### config.mk
export PLATFORM = sky130hd
export DESIGN_NAME = uart_apb_top
export DESIGN_NICKNAME = d
export VERILOG_FILES = /design/src/uart_pkg.sv /design/src/uart_tx.sv /design/src/uart_rx.sv /design/src/uart_apb_regs.sv /design/src/uart_apb_top.sv
export SDC_FILE = /design/constraint.sdc
export NUM_CORES = 1
export LEC_CHECK = 0
export BUFFER_PORTS_ARGS = -buffer_cell sky130_fd_sc_hd__buf_2
export CAP_MARGIN = 10
export CORE_UTILIZATION = 40
export CTS_BUF_LIST = sky130_fd_sc_hd__clkbuf_4
export CTS_CLUSTER_DIAMETER = 120
export DETAILED_ROUTE_END_ITERATION = 8
export GPL_ROUTABILITY_DRIVEN = 0
export PLACE_DENSITY_LB_ADDON = 0.05
export SETUP_SLACK_MARGIN = 0.05
export SLEW_MARGIN = 40
export SYNTH_ARGS = -nofsm -noshare
export SYNTH_HDL_FRONTEND = slang
export SYNTH_SLANG_ARGS = --single-unit
### constraint.sdc
create_clock -name clk -period 2.95 [get_ports clk]
set_input_delay 0.1475 -clock clk [delete_from_list [all_inputs] [get_ports clk]]
set_output_delay 0.1475 -clock clk [all_outputs]
set_load 0.02 [all_outputs]
### src/uart_pkg.sv
package uart_pkg;

    // ======================================================================
    // APB request and response
    // ======================================================================

    typedef struct packed {
        logic        psel;     // slave selected by the master.
        logic        penable;  // high in the access phase of a transfer.
        logic        pwrite;   // high for a write, low for a read.
        logic [3:0]  paddr;    // byte address within the register block.
        logic [31:0] pwdata;   // write data, only the low byte matters for data.
    } apb_req_t;

    typedef struct packed {
        logic [31:0] prdata;   // read data, valid on the completing cycle.
        logic        pready;   // ends the access phase when high.
        logic        pslverr;  // flags an access to an unknown address.
    } apb_rsp_t;

    // ======================================================================
    // receive path and register map
    // ======================================================================

    typedef struct packed {
        logic [7:0] data;      // received byte, first bit on the line is bit 0.
        logic       frame_err; // stop bit was sampled low.
    } rx_frame_t;

    typedef enum logic [3:0] {
        REG_DATA   = 4'h0,     // tx byte on write, last rx byte on read.
        REG_STATUS = 4'h4,     // ready and sticky flags.
        REG_CTRL   = 4'h8      // loopback enable in bit 0.
    } reg_addr_e;

    localparam int status_tx_ready  = 0; // transmitter can take a byte.
    localparam int status_rx_valid  = 1; // unread byte in the data register.
    localparam int status_overrun   = 2; // a byte was lost before it was read.
    localparam int status_frame_err = 3; // a frame ended with a low stop bit.

    typedef enum logic [1:0] {TX_IDLE, TX_START, TX_DATA, TX_STOP} tx_state_e;
    typedef enum logic [1:0] {RX_IDLE, RX_START, RX_DATA, RX_STOP} rx_state_e;

endpackage

### src/uart_tx.sv
`timescale 1ns/1ps

module uart_tx import uart_pkg::*; #(
    parameter int clk_freq  = 125_000_000,
    parameter int baud_rate = 12_500_000
) (
    input  logic       clk,
    input  logic       resetn,
    input  logic       tx_valid,
    input  logic [7:0] tx_data,
    output logic       tx_ready,
    output logic       txd
);

    localparam int cycles_per_bit = clk_freq / baud_rate;
    localparam int cnt_w = (cycles_per_bit > 1) ? $clog2(cycles_per_bit) : 1;
    localparam logic [cnt_w-1:0] last_cnt = cnt_w'(cycles_per_bit - 1);

    tx_state_e        state;     // position within the frame.
    logic [7:0]       shift_reg; // remaining data bits, next one in bit 0.
    logic [2:0]       bit_idx;   // index of the data bit on the line.
    logic [cnt_w-1:0] wait_cnt;  // cycles spent on the current bit.
    logic             accept;    // byte handed over this cycle.
    logic             bit_done;  // last cycle of the current bit.
    logic             next_bit;  // a data bit goes onto the line this cycle.

    assign accept   = tx_valid && tx_ready;
    assign bit_done = (wait_cnt == last_cnt);
    assign next_bit = bit_done && ((state == TX_START) ||
                                   (state == TX_DATA && bit_idx != 3'd7));

    // ======================================================================
    // data shifter
    // ======================================================================

    always_ff @(posedge clk) begin
        if (accept) begin
            shift_reg <= tx_data;               // latch the byte on the handshake.
        end else if (next_bit) begin
            shift_reg <= shift_reg >> 1;        // lsb first, so shift right.
        end
    end

    // ======================================================================
    // frame state machine
    // ======================================================================

    always_ff @(posedge clk) begin
        if (!resetn) begin
            state    <= TX_IDLE;
            txd      <= 1'b1;                   // line idles high.
            tx_ready <= 1'b0;                   // rises on the first cycle out of reset.
            bit_idx  <= 3'd0;
            wait_cnt <= '0;
        end else begin
            wait_cnt <= (state == TX_IDLE || bit_done) ? '0 : wait_cnt + 1'b1;
            case (state)
                TX_IDLE: begin
                    tx_ready <= !accept;        // drops for the whole frame.
                    if (accept) begin
                        txd   <= 1'b0;          // start bit.
                        state <= TX_START;
                    end
                end
                TX_START: begin
                    if (bit_done) begin
                        txd     <= shift_reg[0]; // first data bit.
                        bit_idx <= 3'd0;
                        state   <= TX_DATA;
                    end
                end
                TX_DATA: begin
                    if (bit_done) begin
                        bit_idx <= bit_idx + 3'd1;
                        if (bit_idx == 3'd7) begin
                            txd   <= 1'b1;      // stop bit after the eighth bit.
                            state <= TX_STOP;
                        end else begin
                            txd <= shift_reg[0];
                        end
                    end
                end
                TX_STOP: begin
                    if (bit_done) begin
                        tx_ready <= 1'b1;       // single stop bit, then ready again.
                        state    <= TX_IDLE;
                    end
                end
                default: state <= TX_IDLE;
            endcase
        end
    end

endmodule

### src/uart_rx.sv
`timescale 1ns/1ps

module uart_rx import uart_pkg::*; #(
    parameter int clk_freq  = 125_000_000,
    parameter int baud_rate = 12_500_000
) (
    input  logic      clk,
    input  logic      resetn,
    input  logic      rxd,
    output logic      rx_valid,
    output rx_frame_t rx_frame
);

    localparam int cycles_per_bit = clk_freq / baud_rate;
    localparam int cnt_w = (cycles_per_bit > 1) ? $clog2(cycles_per_bit) : 1;
    localparam logic [cnt_w-1:0] last_cnt = cnt_w'(cycles_per_bit - 1);
    localparam logic [cnt_w-1:0] half_cnt = cnt_w'(cycles_per_bit / 2 - 1);

    rx_state_e        state;     // position within the frame.
    logic             rxd_meta;  // first synchronizer stage.
    logic             rxd_sync;  // second stage, safe to use in the fsm.
    logic             rxd_last;  // previous synchronized level for edge detection.
    logic [7:0]       shift_reg; // data bits collected so far.
    logic [2:0]       bit_idx;   // number of the data bit sampled next.
    logic [cnt_w-1:0] wait_cnt;  // cycles since the last sample point.
    logic             start_edge;
    logic             half_done;
    logic             bit_done;

    // a frame starts on a falling edge, so a line held low starts at most one frame.
    assign start_edge = rxd_last && !rxd_sync;
    assign half_done  = (wait_cnt == half_cnt);
    assign bit_done   = (wait_cnt == last_cnt);

    // ======================================================================
    // input synchronizer
    // ======================================================================

    always_ff @(posedge clk) begin
        if (!resetn) begin
            rxd_meta <= 1'b1;                   // idle level, no false start.
            rxd_sync <= 1'b1;
            rxd_last <= 1'b1;
        end else begin
            rxd_meta <= rxd;
            rxd_sync <= rxd_meta;
            rxd_last <= rxd_sync;
        end
    end

    // ======================================================================
    // sampling and frame output
    // ======================================================================

    always_ff @(posedge clk) begin
        if (state == RX_DATA && bit_done) begin
            shift_reg <= {rxd_sync, shift_reg[7:1]}; // lsb arrives first.
        end
        if (state == RX_STOP && bit_done) begin
            rx_frame.data      <= shift_reg;
            rx_frame.frame_err <= !rxd_sync;    // stop bit must read high.
        end
    end

    always_ff @(posedge clk) begin
        if (!resetn) begin
            state    <= RX_IDLE;
            rx_valid <= 1'b0;
            bit_idx  <= 3'd0;
            wait_cnt <= '0;
        end else begin
            rx_valid <= 1'b0;                   // single-cycle pulse by default.
            case (state)
                RX_IDLE: begin
                    wait_cnt <= '0;
                    if (start_edge) begin
                        state <= RX_START;
                    end
                end
                RX_START: begin
                    wait_cnt <= wait_cnt + 1'b1;
                    if (half_done) begin
                        wait_cnt <= '0;         // next samples fall on bit centers.
                        bit_idx  <= 3'd0;
                        state    <= rxd_sync ? RX_IDLE : RX_DATA; // high here is a glitch.
                    end
                end
                RX_DATA: begin
                    wait_cnt <= bit_done ? '0 : wait_cnt + 1'b1;
                    if (bit_done) begin
                        bit_idx <= bit_idx + 3'd1;
                        if (bit_idx == 3'd7) begin
                            state <= RX_STOP;
                        end
                    end
                end
                RX_STOP: begin
                    wait_cnt <= bit_done ? '0 : wait_cnt + 1'b1;
                    if (bit_done) begin
                        rx_valid <= 1'b1;       // frame leaves with the stop sample.
                        state    <= RX_IDLE;
                    end
                end
                default: state <= RX_IDLE;
            endcase
        end
    end

endmodule

### src/uart_apb_regs.sv
`timescale 1ns/1ps

module uart_apb_regs import uart_pkg::*; (
    input  logic       clk,
    input  logic       resetn,
    input  apb_req_t   apb_req,
    output apb_rsp_t   apb_rsp,
    output logic       tx_valid,
    output logic [7:0] tx_data,
    input  logic       tx_ready,
    input  logic       rx_valid,
    input  rx_frame_t  rx_frame,
    output logic       loopback
);

    logic       access;         // access phase of a transfer.
    logic       addr_ok;        // address is one of the three registers.
    logic       data_wr;        // write to the data register in the access phase.
    logic       data_rd;        // completing read of the data register.
    logic       status_wr;      // completing write to the status register.
    logic       ctrl_wr;        // completing write to the control register.
    logic [7:0] rx_data;        // last received byte.
    logic       stat_rx_valid;  // unread byte held in rx_data.
    logic       stat_overrun;   // sticky, a byte was overwritten unread.
    logic       stat_frame_err; // sticky, a frame ended with a low stop bit.
    logic [3:0] status;

    // ======================================================================
    // address decode and handshake
    // ======================================================================

    assign access = apb_req.psel && apb_req.penable;

    always_comb begin
        case (apb_req.paddr)
            REG_DATA, REG_STATUS, REG_CTRL: addr_ok = 1'b1;
            default:                        addr_ok = 1'b0;
        endcase
    end

    assign data_wr   = access && apb_req.pwrite && (apb_req.paddr == REG_DATA);
    assign data_rd   = access && !apb_req.pwrite && (apb_req.paddr == REG_DATA);
    assign status_wr = access && apb_req.pwrite && (apb_req.paddr == REG_STATUS);
    assign ctrl_wr   = access && apb_req.pwrite && (apb_req.paddr == REG_CTRL);

    // a data write is offered to the transmitter and completes with its ready.
    assign tx_valid = data_wr;
    assign tx_data  = apb_req.pwdata[7:0];

    assign apb_rsp.pready  = access && (!data_wr || tx_ready);
    assign apb_rsp.pslverr = access && !addr_ok; // unknown addresses never stall.

    // ======================================================================
    // read data
    // ======================================================================

    always_comb begin
        status                   = '0;
        status[status_tx_ready]  = tx_ready;
        status[status_rx_valid]  = stat_rx_valid;
        status[status_overrun]   = stat_overrun;
        status[status_frame_err] = stat_frame_err;
    end

    always_comb begin
        case (apb_req.paddr)
            REG_DATA:   apb_rsp.prdata = {24'd0, rx_data};
            REG_STATUS: apb_rsp.prdata = {28'd0, status};
            REG_CTRL:   apb_rsp.prdata = {31'd0, loopback};
            default:    apb_rsp.prdata = 32'd0;
        endcase
    end

    // ======================================================================
    // receive data and sticky flags
    // ======================================================================

    always_ff @(posedge clk) begin
        if (rx_valid) begin
            rx_data <= rx_frame.data;           // a new byte replaces an unread one.
        end
    end

    always_ff @(posedge clk) begin
        if (!resetn) begin
            stat_rx_valid  <= 1'b0;
            stat_overrun   <= 1'b0;
            stat_frame_err <= 1'b0;
            loopback       <= 1'b0;
        end else begin
            // reading the data register consumes the byte and clears the overrun.
            if (data_rd) begin
                stat_rx_valid <= 1'b0;
                stat_overrun  <= 1'b0;
            end
            if (status_wr && apb_req.pwdata[status_overrun]) begin
                stat_overrun <= 1'b0;           // write one to clear.
            end
            if (status_wr && apb_req.pwdata[status_frame_err]) begin
                stat_frame_err <= 1'b0;         // write one to clear.
            end
            // a new frame wins over a clear in the same cycle.
            if (rx_valid) begin
                stat_rx_valid <= 1'b1;
                if (stat_rx_valid && !data_rd) begin
                    stat_overrun <= 1'b1;       // old byte lost without a read.
                end
                if (rx_frame.frame_err) begin
                    stat_frame_err <= 1'b1;
                end
            end
            if (ctrl_wr) begin
                loopback <= apb_req.pwdata[0];
            end
        end
    end

endmodule

### src/uart_apb_top.sv
`timescale 1ns/1ps

module uart_apb_top import uart_pkg::*; #(
    parameter int clk_freq  = 125_000_000,
    parameter int baud_rate = 12_500_000
) (
    input  logic     clk,
    input  logic     resetn,
    input  apb_req_t apb_req,
    output apb_rsp_t apb_rsp,
    input  logic     rxd,
    output logic     txd
);

    logic       tx_valid;  // register block offers a byte.
    logic [7:0] tx_data;
    logic       tx_ready;  // transmitter is idle.
    logic       rx_valid;  // receiver pulses once per frame.
    rx_frame_t  rx_frame;
    logic       loopback;  // control bit from the register block.
    logic       rx_line;   // line seen by the receiver.

    // in loopback the receiver listens to our own transmitter.
    assign rx_line = loopback ? txd : rxd;

    // ======================================================================
    // register block and serial engines
    // ======================================================================

    uart_apb_regs u_regs (
        .clk      (clk),
        .resetn   (resetn),
        .apb_req  (apb_req),
        .apb_rsp  (apb_rsp),
        .tx_valid (tx_valid),
        .tx_data  (tx_data),
        .tx_ready (tx_ready),
        .rx_valid (rx_valid),
        .rx_frame (rx_frame),
        .loopback (loopback)
    );

    uart_tx #(
        .clk_freq  (clk_freq),
        .baud_rate (baud_rate)
    ) u_tx (
        .clk      (clk),
        .resetn   (resetn),
        .tx_valid (tx_valid),
        .tx_data  (tx_data),
        .tx_ready (tx_ready),
        .txd      (txd)
    );

    uart_rx #(
        .clk_freq  (clk_freq),
        .baud_rate (baud_rate)
    ) u_rx (
        .clk      (clk),
        .resetn   (resetn),
        .rxd      (rx_line),
        .rx_valid (rx_valid),
        .rx_frame (rx_frame)
    );

endmodule

## Word-level counts from Yosys, hierarchy flattened

Index checks and enable logic that the tools add are counted.

- $add $sub $neg: 4
- Equality and inequality tests: 24
- Multiplexer cells: 44
- Bitwise logic cells: 1
- Reduce and logical (&&, ||, !) cells: 46

Operator list:

| operator | number |
|---|---|
| 8-bit one-hot mux with 3 select lines | 1 |
| 2-bit 2-to-1 mux | 11 |
| 1-bit logical AND | 18 |
| 1-bit 2-to-1 mux | 17 |
| 8-bit 2-to-1 mux | 2 |
| 2-bit by 1-bit inequality test with 1-bit output (second input constant) | 8 |
| 2-bit one-hot mux with 4 select lines | 2 |
| 4-bit == test (second input constant) | 3 |
| 3-bit 2-to-1 mux | 4 |
| 3-bit one-hot mux with 2 select lines | 2 |
| 4-bit one-hot mux with 3 select lines | 1 |
| 5-bit AND reduction | 2 |
| 2-bit nonzero test | 5 |
| 4-bit by 1-bit adder with 4-bit output (second input constant) | 2 |
| 2-bit == test (second input constant) | 4 |
| 4-bit by 3-bit == test with 1-bit output (second input constant) | 2 |
| 4-bit 2-to-1 mux | 2 |
| 3-bit by 1-bit adder with 3-bit output (second input constant) | 2 |
| 3-bit == test (second input constant) | 2 |
| 1-bit zero test | 6 |
| 3-bit AND reduction | 2 |
| 2-bit by 1-bit == test with 1-bit output (second input constant) | 2 |
| 2-bit zero test | 2 |
| 4-bit zero test | 1 |
| 11 further kinds | 16 |

- Register bits after elaboration: 61
- Output and inout port bits: 35
- Word-level logic and storage cells: 140

## Logic depth before layout (Yosys ltp)

- Depth in word-level cells: 7
- Gate-level depth with buffers: 7
- Gate-level depth less buffers: 6

## By module

Synthesis repeated with hierarchy kept, for this count alone.

- Cells, all modules: 253
- Area, all modules: 3,012.9 µm²

By module, submodules not included:

| module | times used | cells each | area each (µm²) | sequential area each (µm²) |
|---|---|---|---|---|
| uart_rx | 1 | 87 | 1,212.4 | 770.7 |
| uart_tx | 1 | 84 | 978.4 | 460.4 |
| uart_apb_regs | 1 | 81 | 807.0 | 320.3 |
| uart_apb_top | 1 | 1 | 15.0 | 0.0 |

## Worst setup path after synthesis

No wires, ideal clock.

- Path type: reg-to-reg
- Start: reg u_rx.state[0]
- End: reg with a tool-made name
- Setup time: 72 ps
- Arrival: 1,687 ps
- Data required time: 2,878 ps
- Path slack: 1,192 ps
- Stages on the path, launching flop included: 8
- Buffers on the path: 1
- Clock period less this slack: 1,758 ps
- Cells stage by stage: dfxtp_1 -> inv_1 -> ha_1 -> clkbuf_1 -> nor4bb_1 -> o32ai_1 -> a211oi_1 -> mux2i_1

RTL lines:

| item | RTL line | text |
|---|---|---|
| from (decl) | uart_rx.sv:19 | `rx_state_e state;` |
| from (signal assigned) | uart_rx.sv:85 | `state <= rxd_sync ? RX_IDLE : RX_DATA;` |

==> impl_metrics.sql <==
INSERT INTO impl_metrics (metric_group, metric, value, unit) VALUES
('layout', 'largest_register', 'u_rx.rx_frame', ''),
('timing', 'skew', '0.0154', 'ns'),
('layout', 'layoutNonFillerInstCount', '392', ''),
('detailed_routing', 'drt_first_pass_iters', '4', ''),
('placement', 'port_buffers', '28', ''),
('detailed_routing', 'final_antenna_net_count', '0', ''),
('synth', 'synth.distinct_cells', '40', ''),
('synth', 'synth-main-ff-cell', 'sky130_fd_sc_hd__edfxtp_1', ''),
('timing', 'holdWs', '0.0544', 'ns'),
('detailed_routing', 'detail_route.wl_per_cell', '11.8', 'um'),
('pwr', 'power_density', '521', 'mW/mm2'),
('critical_path', 'crit_required', '3.29', 'ns'),
('timing', 'fin_crit_sh', '0.685', ''),
('synth', 'synth_area', '0.00289', 'mm2'),
('outcome', 'run_status', 'completed', ''),
('critical_path', 'start_kind', 'register', ''),
('global_route', 'initial_antenna_violation_count', '0', ''),
('timing', 'rsz0062_at_grt', 'false', ''),
('floorplan', 'initial_utilization', '0.419', ''),
('clocking', 'cts.sink_count', '61', ''),
('clocking', 'root_buffer', 'sky130_fd_sc_hd__clkbuf_4', ''),
('floorplan', 'io_pins', '77', ''),
('clocking', 'cts_tree', 'done', ''),
('clocking', 'worst_setup_hold_path_clk_slew', '0.12', 'ns'),
('detailed_routing', 'routed_wl', '4620', 'um'),
('floorplan', 'die_width', '87.0', 'um'),
('global_route', 'grt_pass1_wl', '7710', 'um'),
('layout', 'final_layout_size_suffix_gt1_frac', '0.182', ''),
('clocking', 'cts_made_buffers', '9', ''),
('synth', 'syn-mean-instance-area', '11.3', 'um2'),
('timing', 'timing.fmax', '0.495', 'GHz'),
('global_route', 'grt_max_degree', '22', ''),
('detailed_routing', 'drc_errors', '0', ''),
('min_path', 'whs_path_depth', '2', ''),
('global_route', 'grt_overflow', '0', ''),
('floorplan', 'floorplan.rows', '30', ''),
('critical_path', 'cp_data_arrival_time', '2.36', 'ns'),
('synth', 'post-synth-top-area-cell', 'sky130_fd_sc_hd__edfxtp_1', ''),
('flow_run', 'max_cap_viol_count', '0', ''),
('global_route', 'grt_usage', '0.137', ''),
('pwr', 'p_leak', '1.22', 'nW'),
('layout', 'fin_nets', '351', ''),
('synth', 'synth_warnings', '0', ''),
('detailed_routing', 'vias_after_detailed_routing', '1757', ''),
('timing', 'finalHoldViolCount', '0', ''),
('critical_path', 'largest_fanout_of_any_net_on_the_critical_path', '9', ''),
('detailed_routing', 'detailedRoute.firstIterationViolations', '37', ''),
('placement', 'placed_cells', '374', ''),
('clocking', 'insertion_delay', '0.40', 'ns'),
('clocking', 'cts_max_path_buffers', '2', ''),
('timing', 'totalNegativeSetupSlack', '0', 'ns'),
('synth', 'yosys_register_bits', '61', ''),
('global_route', 'first_global_vias', '1686', ''),
('critical_path', 'timing.critical_path.to_type', 'register', ''),
('layout', 'largest_reg_flops', '9', ''),
('timing', 'worst_slew_pin_slew', '0.573', 'ns'),
('timing', 'final-setup-viol-count', '0', ''),
('timing', 'timing.final.max_slew_violations', '0', ''),
('layout', 'areaGrowthSynthToFinish', '9.69', '%'),
('synth', 'netlist_top_cells_area', 'sky130_fd_sc_hd__edfxtp_1 (34%), sky130_fd_sc_hd__dfxtp_1 (19%), sky130_fd_sc_hd__ha_1 (7.8%)', ''),
('synth', 'asyncSetResetFlopFracSynth', '0', ''),
('layout', 'design_area', '0.00317', 'mm2'),
('floorplan', 'design.core.area', '0.00691', 'mm2'),
('clocking', 'cts_max_level', '3', ''),
('clocking', 'cts_setup_buffers', '0', ''),
('synth', 'post-synth-top-area-fraction', '0.343', ''),
('detailed_routing', 'detail_route.vias_per_cell', '4.48', ''),
('layout', 'antenna_cells', '0', ''),
('placement', 'placedInstanceArea', '0.00303', 'mm2'),
('synth', 'synth_edf_count', '33', ''),
('synth', 'seq_area_frac_synth', '0.536', ''),
('critical_path', 'critical_path_class', 'reg2reg', ''),
('floorplan', 'chipHeight', '87.0', 'um'),
('timing', 'setup_ws', '0.929', 'ns'),
('placement', 'dp_hpwl', '3330', 'um'),
('pwr', 'worst_vdd_rail_ir_drop', '0.300', 'mV'),
('timing', 'period_needed', '2.02', 'ns'),
('synth', 'syn_inst', '257', ''),
('critical_path', 'rr_worst_depth', '6', ''),
('min_path', 'holdCritPathClass', 'in2reg', ''),
('timing', 'slew_headroom', '0.614', ''),
('floorplan', 'dieArea', '0.00758', 'mm2'),
('placement', 'placement.setup.worst_slack', '0.973', 'ns');
## power breakdown
| group | internal, W | leakage, nW | switching [W] |
|---|---|---|---|
| sequential | 0.000904 | 0.505 | 0.0000181 |
| combinational | 0.0000799 | 0.648 | 0.000139 |
| clock | 0.000183 | 0.0673 | 0.000329 |
## worst max-delay path, stage by stage (launching register included)
cell	delay, ns
sky130_fd_sc_hd__dfxtp_1	0.40
sky130_fd_sc_hd__inv_1	0.10
sky130_fd_sc_hd__ha_1	0.32
sky130_fd_sc_hd__nor4bb_1	0.41
sky130_fd_sc_hd__o32ai_1	0.19
sky130_fd_sc_hd__a211oi_1	0.32
sky130_fd_sc_hd__mux2i_1	0.21
## placed cells by master, fill, tap and decap left out, types with 6 or more instances in the layout
cell | netlist | layout
sky130_fd_sc_hd__edfxtp_1 | 33 | 33
sky130_fd_sc_hd__dfxtp_1 | 28 | 28
sky130_fd_sc_hd__buf_2 | 0 | 28
sky130_fd_sc_hd__conb_1 | 1 | 24
sky130_fd_sc_hd__nor2_1 | 21 | 21
sky130_fd_sc_hd__nand2_1 | 19 | 19
sky130_fd_sc_hd__ha_1 | 18 | 18
sky130_fd_sc_hd__inv_1 | 16 | 16
sky130_fd_sc_hd__a21oi_1 | 10 | 10
sky130_fd_sc_hd__nand3_1 | 10 | 10
sky130_fd_sc_hd__mux2i_1 | 9 | 9
sky130_fd_sc_hd__clkbuf_4 | 0 | 9
sky130_fd_sc_hd__o21ai_0 | 8 | 8
sky130_fd_sc_hd__mux2_2 | 7 | 7
sky130_fd_sc_hd__and2_1 | 6 | 6
## kinds of logic (layout without fill, tap and decap cells)
| group | Yosys count | count (layout) | synth area share |
|---|---|---|---|
| compound gates | 35 | 35 | 0.0800 |
| other cells | 1 | 24 | 0.00130 |
| buf+inv | 46 | 62 | 0.0934 |
| xor+xnor | 4 | 4 | 0.0121 |
| flops | 61 | 61 | 0.536 |
| simple gates | 76 | 76 | 0.141 |
| fa+ha+maj | 18 | 18 | 0.0779 |
| mux | 16 | 16 | 0.0584 |
## worst paths after layout
path / from / endpoint / slack (ns)
setup / recovery: u_rx.state[0] / register / 0.93
hold / removal: apb_req[6] / u_tx.shift_reg[6] / 0.05
setup reg to reg: u_rx.state[0] / register / 0.93
hold reg to reg: u_rx.rx_frame[1] / u_regs.rx_data[0] / 0.43
## area by class of cell
class	count	area [um2]
Tap cell	96	120
Sequential cell	61	1550
Fill cell	685	3730
Inverter	16	60.1
Multi-Input combinational cell	173	1160
Timing Repair Buffer	30	160
Clock buffer	9	67.6
Clock inverter	7	56.3
## metal layers
| layer | vias up | routed length [um] | track usage |
|---|---|---|---|
| met4 | 0 | 53 | 0.0636 |
| met3 | 5 | 174 | 0.0483 |
| met1 | 796 | 2250 | 0.172 |
| met5 | - | 0 | 0 |
| li1 | 921 | - | - |
| met2 | 35 | 2140 | 0.212 |
## through the flow
step            util  total power [W]
2_1_floorplan      -          0.00113
3_3_place_gp   0.439          0.00116
3_5_place_dp   0.439          0.00116
4_1_cts        0.459          0.00169
5_1_grt        0.459          0.00175
6_report       0.459          0.00165
## repair_timing
action,CTS,global route
endpoints found under the hold margin,2,0
hold buffers,2,0
gates resized for setup,0,0
setup endpoints to repair,0,0
## cell usage after synthesis, types with 3 or more instances
cell type	count
sky130_fd_sc_hd__a21oi_1	10
sky130_fd_sc_hd__edfxtp_1	33
sky130_fd_sc_hd__and2_1	6
sky130_fd_sc_hd__nor2_1	21
sky130_fd_sc_hd__clkbuf_1	5
sky130_fd_sc_hd__buf_4	24
sky130_fd_sc_hd__ha_1	18
sky130_fd_sc_hd__nand2_1	19
sky130_fd_sc_hd__dfxtp_1	28
sky130_fd_sc_hd__inv_1	16
sky130_fd_sc_hd__mux2_2	7
sky130_fd_sc_hd__nand3_1	10
sky130_fd_sc_hd__o31ai_1	3
sky130_fd_sc_hd__o21ai_0	8
sky130_fd_sc_hd__mux2i_1	9
Power figures use the tool's default switching activity.
